`src/multdiv_cfg.svh`:
```
`ifndef MULTDIV_CFG_SVH
`define MULTDIV_CFG_SVH

// Operand and result width of the M extension.
`define MD_XLEN 32

// One multiplier half, fed to the 17x17 MAC with a sign bit on top.
`define MD_HALF 16

// Counts the 31 compare steps of the serial divider.
`define MD_CNT_W 5

`endif

```
`src/multdiv_pkg.sv`:
```
`include "multdiv_cfg.svh"

package multdiv_pkg;

	typedef enum logic [1:0] {
		MD_OP_MULL = 2'd0,
		MD_OP_MULH = 2'd1,
		MD_OP_DIV  = 2'd2,
		MD_OP_REM  = 2'd3
	} md_op_e;

	typedef enum logic [1:0] {
		ALBL = 2'd0,
		ALBH = 2'd1,
		AHBL = 2'd2,
		AHBH = 2'd3
	} mult_state_e;

	typedef enum logic [2:0] {
		DIV_IDLE        = 3'd0,
		DIV_ABS_A       = 3'd1,
		DIV_ABS_B       = 3'd2,
		DIV_COMP        = 3'd3,
		DIV_LAST        = 3'd4,
		DIV_CHANGE_SIGN = 3'd5,
		DIV_FINISH      = 3'd6
	} div_state_e;

	typedef struct packed {
		md_op_e               op;
		logic [1:0]           signed_mode; // Bit 0 for op_a, bit 1 for op_b.
		logic [`MD_XLEN-1:0]  op_a;
		logic [`MD_XLEN-1:0]  op_b;
	} md_req_t;

endpackage

```
`src/mult_mac16.sv`:
```
`timescale 1ns/1ps
`include "multdiv_cfg.svh"

module mult_mac16 (
	input  logic                  clk_i,
	input  logic                  rst_ni,
	input  logic                  en_i,
	input  multdiv_pkg::md_req_t  req_i,
	output logic [`MD_XLEN-1:0]   result_o,
	output logic                  valid_o
);

	multdiv_pkg::mult_state_e state_q;
	multdiv_pkg::mult_state_e state_d;

	logic [2*`MD_HALF+1:0]          accum_q;
	logic [2*`MD_HALF+1:0]          accum_d;
	logic [2*`MD_HALF+1:0]          accum;
	logic [`MD_HALF-1:0]            mult_op_a;
	logic [`MD_HALF-1:0]            mult_op_b;
	logic                           sign_a;
	logic                           sign_b;
	logic signed [2*`MD_HALF+2:0]   mac_res_signed;
	logic [2*`MD_HALF+1:0]          mac_res;
	logic                           signed_mult;
	logic                           is_mull;
	logic                           mult_last;

	assign signed_mult = (req_i.signed_mode != 2'b00);
	assign is_mull     = (req_i.op == multdiv_pkg::MD_OP_MULL);

	// The one 17x17 signed multiply-accumulate.
	assign mac_res_signed = $signed({sign_a, mult_op_a}) * $signed({sign_b, mult_op_b})
		+ $signed(accum);
	assign mac_res = mac_res_signed[2*`MD_HALF+1:0];

	always_comb begin
		mult_op_a = req_i.op_a[`MD_HALF-1:0];
		mult_op_b = req_i.op_b[`MD_HALF-1:0];
		sign_a    = 1'b0;
		sign_b    = 1'b0;
		accum     = accum_q;
		accum_d   = mac_res;
		state_d   = state_q;
		mult_last = 1'b0;

		case (state_q)
			multdiv_pkg::ALBL: begin
				accum   = '0;
				state_d = multdiv_pkg::ALBH;
			end

			multdiv_pkg::ALBH: begin
				mult_op_b = req_i.op_b[`MD_XLEN-1:`MD_HALF];
				sign_b    = req_i.signed_mode[1] & req_i.op_b[`MD_XLEN-1];
				accum     = {2'b00, {`MD_HALF{1'b0}}, accum_q[2*`MD_HALF-1:`MD_HALF]};
				if (is_mull) begin
					// Keep AL*BL low half.
					accum_d = {2'b00, mac_res[`MD_HALF-1:0], accum_q[`MD_HALF-1:0]};
				end
				state_d = multdiv_pkg::AHBL;
			end

			multdiv_pkg::AHBL: begin
				mult_op_a = req_i.op_a[`MD_XLEN-1:`MD_HALF];
				sign_a    = req_i.signed_mode[0] & req_i.op_a[`MD_XLEN-1];
				if (is_mull) begin
					accum     = {2'b00, {`MD_HALF{1'b0}}, accum_q[2*`MD_HALF-1:`MD_HALF]};
					accum_d   = {2'b00, mac_res[`MD_HALF-1:0], accum_q[`MD_HALF-1:0]};
					mult_last = 1'b1;
					state_d   = multdiv_pkg::ALBL;
				end else begin
					state_d = multdiv_pkg::AHBH; // Same weight as AL*BH, so no shift.
				end
			end

			multdiv_pkg::AHBH: begin
				mult_op_a = req_i.op_a[`MD_XLEN-1:`MD_HALF];
				mult_op_b = req_i.op_b[`MD_XLEN-1:`MD_HALF];
				sign_a    = req_i.signed_mode[0] & req_i.op_a[`MD_XLEN-1];
				sign_b    = req_i.signed_mode[1] & req_i.op_b[`MD_XLEN-1];
				accum     = {{`MD_HALF{signed_mult & accum_q[2*`MD_HALF+1]}},
					accum_q[2*`MD_HALF+1:`MD_HALF]};
				mult_last = 1'b1;
				state_d   = multdiv_pkg::ALBL;
			end

			default: begin
				state_d = multdiv_pkg::ALBL;
			end
		endcase
	end

	always_ff @(posedge clk_i or negedge rst_ni) begin
		if (!rst_ni) begin
			state_q <= multdiv_pkg::ALBL;
			accum_q <= '0;
		end else if (en_i) begin
			state_q <= state_d;
			accum_q <= accum_d;
		end
	end

	assign result_o = accum_d[`MD_XLEN-1:0];
	assign valid_o  = en_i & mult_last;

endmodule

```
`src/div_serial.sv`:
```
`timescale 1ns/1ps
`include "multdiv_cfg.svh"

module div_serial (
	input  logic                  clk_i,
	input  logic                  rst_ni,
	input  logic                  en_i,
	input  multdiv_pkg::md_req_t  req_i,
	output logic [`MD_XLEN-1:0]   result_o,
	output logic                  valid_o
);

	multdiv_pkg::div_state_e state_q;
	multdiv_pkg::div_state_e state_d;

	logic [`MD_CNT_W-1:0]  counter_q;
	logic [`MD_CNT_W-1:0]  counter_d;
	logic [`MD_XLEN-1:0]   numerator_q;
	logic [`MD_XLEN-1:0]   numerator_d;
	logic [`MD_XLEN-1:0]   denominator_q;
	logic [`MD_XLEN-1:0]   denominator_d;
	logic [`MD_XLEN-1:0]   quotient_q;
	logic [`MD_XLEN-1:0]   quotient_d;
	logic [`MD_XLEN-1:0]   remainder_q;
	logic [`MD_XLEN-1:0]   remainder_d;

	logic [`MD_XLEN:0]     add_a;
	logic [`MD_XLEN:0]     add_b;
	logic [`MD_XLEN:0]     add_sum;
	logic [`MD_XLEN-1:0]   add_res;
	logic [`MD_XLEN-1:0]   next_remainder;
	logic [`MD_XLEN-1:0]   next_quotient;
	logic [`MD_XLEN-1:0]   one_shift;
	logic                  is_greater_equal;
	logic                  div_by_zero;
	logic                  is_div;
	logic                  sign_a;
	logic                  sign_b;
	logic                  quot_change_sign;
	logic                  rem_change_sign;
	logic                  div_valid;

	// Both operands carry a forced one at bit 0, so a + ~b + 1 yields a - b.
	assign add_sum = add_a + add_b;
	assign add_res = add_sum[`MD_XLEN:1];

	assign div_by_zero      = (req_i.op_b == '0);
	assign is_div           = (req_i.op == multdiv_pkg::MD_OP_DIV);
	assign sign_a           = req_i.op_a[`MD_XLEN-1] & req_i.signed_mode[0];
	assign sign_b           = req_i.op_b[`MD_XLEN-1] & req_i.signed_mode[1];
	assign quot_change_sign = sign_a ^ sign_b;
	assign rem_change_sign  = sign_a; // The remainder follows the dividend.

	// Unsigned compare of the partial remainder against the divisor.
	always_comb begin
		if (remainder_q[`MD_XLEN-1] == denominator_q[`MD_XLEN-1]) begin
			is_greater_equal = ~add_res[`MD_XLEN-1];
		end else begin
			is_greater_equal = remainder_q[`MD_XLEN-1];
		end
	end

	assign one_shift      = {{(`MD_XLEN-1){1'b0}}, 1'b1} << counter_q;
	assign next_remainder = is_greater_equal ? add_res : remainder_q;
	assign next_quotient  = is_greater_equal ? (quotient_q | one_shift) : quotient_q;

	always_comb begin
		state_d       = state_q;
		counter_d     = counter_q - 1'b1;
		numerator_d   = numerator_q;
		denominator_d = denominator_q;
		quotient_d    = quotient_q;
		remainder_d   = remainder_q;
		add_a         = {{`MD_XLEN{1'b0}}, 1'b1};
		add_b         = {~req_i.op_b, 1'b1};
		div_valid     = 1'b0;

		case (state_q)
			multdiv_pkg::DIV_IDLE: begin
				remainder_d = is_div ? '1 : req_i.op_a; // Divide-by-zero results.
				counter_d   = '1;
				state_d     = div_by_zero ? multdiv_pkg::DIV_FINISH : multdiv_pkg::DIV_ABS_A;
			end

			multdiv_pkg::DIV_ABS_A: begin
				add_b       = {~req_i.op_a, 1'b1};
				quotient_d  = '0;
				numerator_d = sign_a ? add_res : req_i.op_a;
				counter_d   = '1;
				state_d     = multdiv_pkg::DIV_ABS_B;
			end

			multdiv_pkg::DIV_ABS_B: begin
				remainder_d   = {{(`MD_XLEN-1){1'b0}}, numerator_q[`MD_XLEN-1]};
				denominator_d = sign_b ? add_res : req_i.op_b;
				counter_d     = '1;
				state_d       = multdiv_pkg::DIV_COMP;
			end

			multdiv_pkg::DIV_COMP: begin
				add_a       = {remainder_q, 1'b1};
				add_b       = {~denominator_q, 1'b1};
				remainder_d = {next_remainder[`MD_XLEN-2:0], numerator_q[counter_d]};
				quotient_d  = next_quotient;
				if (counter_q == `MD_CNT_W'(1)) begin
					state_d = multdiv_pkg::DIV_LAST;
				end
			end

			multdiv_pkg::DIV_LAST: begin
				add_a       = {remainder_q, 1'b1};
				add_b       = {~denominator_q, 1'b1};
				remainder_d = is_div ? next_quotient : next_remainder;
				state_d     = multdiv_pkg::DIV_CHANGE_SIGN;
			end

			multdiv_pkg::DIV_CHANGE_SIGN: begin
				add_b = {~remainder_q, 1'b1};
				if (is_div ? quot_change_sign : rem_change_sign) begin
					remainder_d = add_res;
				end
				state_d = multdiv_pkg::DIV_FINISH;
			end

			multdiv_pkg::DIV_FINISH: begin
				div_valid = 1'b1;
				state_d   = multdiv_pkg::DIV_IDLE;
			end

			default: begin
				state_d = multdiv_pkg::DIV_IDLE;
			end
		endcase
	end

	always_ff @(posedge clk_i or negedge rst_ni) begin
		if (!rst_ni) begin
			state_q       <= multdiv_pkg::DIV_IDLE;
			counter_q     <= '0;
			numerator_q   <= '0;
			denominator_q <= '0;
			quotient_q    <= '0;
			remainder_q   <= '0;
		end else if (en_i) begin
			state_q       <= state_d;
			counter_q     <= counter_d;
			numerator_q   <= numerator_d;
			denominator_q <= denominator_d;
			quotient_q    <= quotient_d;
			remainder_q   <= remainder_d;
		end
	end

	assign result_o = remainder_q;
	assign valid_o  = en_i & div_valid;

endmodule

```
`src/multdiv_fast.sv`:
```
`timescale 1ns/1ps
`include "multdiv_cfg.svh"

module multdiv_fast (
	input  logic                  clk_i,
	input  logic                  rst_ni,
	input  logic                  mult_en_i,
	input  logic                  div_en_i,
	input  multdiv_pkg::md_req_t  req_i,
	output logic [`MD_XLEN-1:0]   result_o,
	output logic                  valid_o
);

	logic [`MD_XLEN-1:0] mult_result;
	logic [`MD_XLEN-1:0] div_result;
	logic                mult_valid;
	logic                div_valid;

	mult_mac16 u_mult (
		.clk_i    (clk_i),
		.rst_ni   (rst_ni),
		.en_i     (mult_en_i),
		.req_i    (req_i),
		.result_o (mult_result),
		.valid_o  (mult_valid)
	);

	div_serial u_div (
		.clk_i    (clk_i),
		.rst_ni   (rst_ni),
		.en_i     (div_en_i),
		.req_i    (req_i),
		.result_o (div_result),
		.valid_o  (div_valid)
	);

	// Only one enable is high at a time, so the divider enable picks the source.
	assign result_o = div_en_i ? div_result : mult_result;
	assign valid_o  = mult_valid | div_valid;

endmodule

```
`config.mk`:
```
export PLATFORM = sky130hd
export DESIGN_NAME = multdiv_fast
export DESIGN_NICKNAME = d
export VERILOG_FILES = /design/src/multdiv_pkg.sv /design/src/mult_mac16.sv /design/src/div_serial.sv /design/src/multdiv_fast.sv
export VERILOG_INCLUDE_DIRS = /design/src
export SDC_FILE = /design/constraint.sdc
export NUM_CORES = 2
export LEC_CHECK = 0
export BUFFER_PORTS_ARGS = -buffer_cell sky130_fd_sc_hd__buf_2
export CAP_MARGIN = 15
export CORE_ASPECT_RATIO = 1.2
export CORE_MARGIN = 5
export CORE_UTILIZATION = 30
export CTS_CLUSTER_DIAMETER = 120
export DETAILED_ROUTE_END_ITERATION = 8
export SLEW_MARGIN = 20
export SYNTH_ARGS = -nofsm -noshare
export SYNTH_HDL_FRONTEND = slang
export SYNTH_SLANG_ARGS = --single-unit
```
`constraint.sdc`:
```
create_clock -name clk_i -period 13.2 [get_ports clk_i]
set_input_delay 0.66 -clock clk_i [delete_from_list [all_inputs] [get_ports clk_i]]
set_output_delay 0.66 -clock clk_i [all_outputs]
set_load 0.02 [all_outputs]
```
==> flow_summary_export.csv <==
group,metric,value,unit
synthesis,yosysWarnings,0,
worst_setup_path,cp-start-kind,"register",
synthesis,synth_top_family_by_area,"adder cells",
synthesis,muxShareOfSynthArea,0.0875,
global_routing,grt_pass1_wl,152000,um
sta,max_freq,93.1,MHz
routing,drt-initial-drc-count,2483,
sta,rsz0062_at_grt,"no",
placed_design,routabilityCongestion,1.01,
placed_design,dp_hpwl,82700,um
routing,drt_pass1_iterations,5,
routing,wl_per_cell,24.8,um
floorplan,io_pins,105,
final_layout,post_route_cells_drive_above_1_share,0.111,
worst_setup_path,cp.arrival,10.08,ns
clock_network,post_cts_buffers,0,
routing,viasPerCell,5.54,
worst_setup_path,crit_fanout,34,
sta,min_period_over_period,0.814,
sta,fin_tns_setup,0,ns
synthesis,syn-num-nets,3574,
clock_network,cts.sinks,172,
worst_setup_path,cp.required,12.54,ns
synthesis,syn_area,0.0258,mm^2
synthesis,synthFlopType,"dfrtp_1",
sta,drv_slew,0,
synthesis,async_flop_share,1.00,
run,maxCapViolCount,0,
clock_network,clkTransAtPathRegs,0.08,ns
placed_design,placed_area,0.0275,mm^2
worst_setup_path,cpMaxStageDelayCell,"nor2_1",
final_layout,nets,3589,
final_layout,fin_util,0.331,
synthesis,seq_area_frac_synth,0.167,
worst_hold_path,hold_class,"in2async",
global_routing,grt_max_degree,112,
global_routing,grt_overflow,0,
sta,finalSetupViolCount,0,
floorplan,die_h,331,um
floorplan,core-area,0.0851,mm^2
synthesis,ys_ff_latch,172,
synthesis,synthXorXnorAreaFrac,0.0261,
worst_setup_path,criticalPathCategory,"reg2out",
global_routing,grt_pass1_vias,23006,
global_routing,antenna_found_initial,8,
clock_network,numCtsBuffers,17,
synthesis,avgSynthCellArea,8.55,um^2
sta,min_period,10.74,ns
synthesis,synthAdderAreaFrac,0.333,
clock_network,cts_tree,"yes",
final_layout,syn_to_final_growth,9.07,%
worst_setup_path,critPathCaptureType,"output port",
synthesis,synth.distinct_cells,77,
floorplan,placementRows,117,
sta,timing.clock.skew,0.0173,ns
floorplan,floorplan.initialDensity,0.303,
synthesis,syn_inst,3020,
clock_network,cts_root_buf,"clkbuf_16",
sta,worst_pin_slew,1.19,ns
final_layout,final_area,0.0282,mm^2
sta,hold_violations,0,
clock_network,ctsResizeCount,0,
synthesis,synth_compound_area_frac,0.152,
floorplan,die_x,278,um
worst_setup_path,crit_path_max_incr_delay,0.84,ns
routing,num_vias,23183,
routing,drtAntennaViolNets,0,
synthesis,synthSimpleGateAreaFrac,0.146,
clock_network,htree_levels,4,
floorplan,die_area,0.0920,mm^2
clock_network,clock_latency,0.52,ns
placed_design,port_buffers,104,
sta,holdWs,0.308,ns
routing,drt-total-wl,104000,um
routing,drc,0,
final_layout,final_cell_mix,"inv_1 (442), nand2_1 (357), fa_1 (340), nor2_1 (308), o21ai_0 (193)",
sta,slew_headroom,0.185,
outcome,outcome,"finished, final reports clean",
clock_network,clk_path_buf_depth,2,
final_layout,layout_commonest_cell,"inv_1",
global_routing,grt_use_total,0.219,
clock_network,cts_hold_buf,0,
synthesis,synth_edf_count,0,
synthesized netlist by cell type (all sizes together), types with 4 or more instances:
cell | number | area share
nor2b | 46 | 0.011
fa | 340 | 0.26
inv | 442 | 0.064
xor2 | 23 | 0.0081
a31oi | 36 | 0.0087
and3 | 8 | 0.0019
mux2i | 94 | 0.036
nand4 | 8 | 0.0019
and2 | 10 | 0.0024
a21oi | 139 | 0.027
buf | 35 | 0.0074
mux2 | 97 | 0.042
clkbuf | 119 | 0.017
ha | 142 | 0.069
a211o | 4 | 0.0014
nor4 | 10 | 0.0024
o21a | 14 | 0.0041
a32oi | 4 | 0.0014
nor2 | 314 | 0.046
or2 | 12 | 0.0029
nand3 | 20 | 0.0039
dfrtp | 172 | 0.17
a221oi | 59 | 0.020
nor3 | 27 | 0.0071
nand2b | 25 | 0.0061
o21ai | 200 | 0.039
o31ai | 4 | 0.0012
o21bai | 4 | 0.0012
nand2 | 360 | 0.052
a21o | 47 | 0.014
o211ai | 6 | 0.0017
xnor2 | 53 | 0.018
mux4 | 10 | 0.0087
a22oi | 60 | 0.017
or3 | 27 | 0.0065
o22ai | 4 | 0.00097
o221ai | 4 | 0.0016
critical path: cells and delay by family (launching register included):
kind / cells / cell delay, ns
and+or+nand+nor: 3 / 1.86
DFF: 1 / 0.33
buffers and inverters: 7 / 0.81
AOI/OAI and AO/OA: 8 / 2.29
xor gates and xnor gates: 1 / 0.14
muxes: 1 / 0.36
adders and majority gates: 8 / 3.75
worst paths after layout:
kind / from / endpoint / depth (start not counted) / slack, ns
max: u_mult.state_q[1] / result_o[31] / 28 / 2.46
min: rst_ni / u_div.numerator_q[2] / 1 / 0.31
max reg2reg: u_mult.state_q[1] / u_mult.accum_q[31] / 27 / 3.83
min reg2reg: u_div.numerator_q[13] / u_div.numerator_q[13] / 2 / 0.48
max in group asynchronous: rst_ni / u_div.state_q[0] / 2 / 11.39
min in group clk_i: u_div.numerator_q[13] / u_div.numerator_q[13] / 2 / 0.48
flip-flops by register name, indices dropped and copies added, names as in the netlist:
signal,flops
u_div.quotient_q,32
u_div.numerator_q,32
u_mult.accum_q,34
u_mult.state_q,2
u_div.counter_q,5
u_div.state_q,3
u_div.result_o,32
u_div.denominator_q,32
logic make-up (layout without fill, tap and decap cells):
| family | after synthesis | in the layout |
|---|---|---|
| XOR/XNOR | 76 | 76 |
| multiplexers | 201 | 201 |
| buffers and inverters | 597 | 625 |
| other | 0 | 3 |
| adder cells (fa/ha/maj) | 482 | 482 |
| AO/OA/AOI/OAI | 620 | 620 |
| AND/OR/NAND/NOR | 872 | 872 |
| flip-flops | 172 | 172 |
layout make-up:
type	instances	area, um^2
well taps	1130	1410
clock buffers	19	453
clock inverters	13	154
fillers	8973	56900
inverters	443	1660
flip-flops and latches	172	4310
multi-input cells	2251	19300
diodes	3	7.51
repair buffers	150	875
routing by layer:
metal  GRT usage  part of all wire  wire length [um]  up-vias
met4       0.130             0.072              7440        4
met5           0           0.00026                27        -
met3      0.0373             0.084              8710      335
li1            -                 -                 -     9980
met2       0.357              0.47             49000     1227
met1       0.273              0.37             38600    11637
metrics by stage:
| step | setup WS, ns | instances |
|---|---|---|
| floorplan | 3.94 | 3020 |
| finish | 2.46 | 4181 |
| CTS | 2.43 | 4178 |
| global placement | 3.05 | 4145 |
| global route | 2.05 | 4179 |
| detailed placement | 3.03 | 4146 |
Power is left out: the tool's default activity adds up to more than one toggle a clock period on the data nets, which glitch-free logic cannot reach.
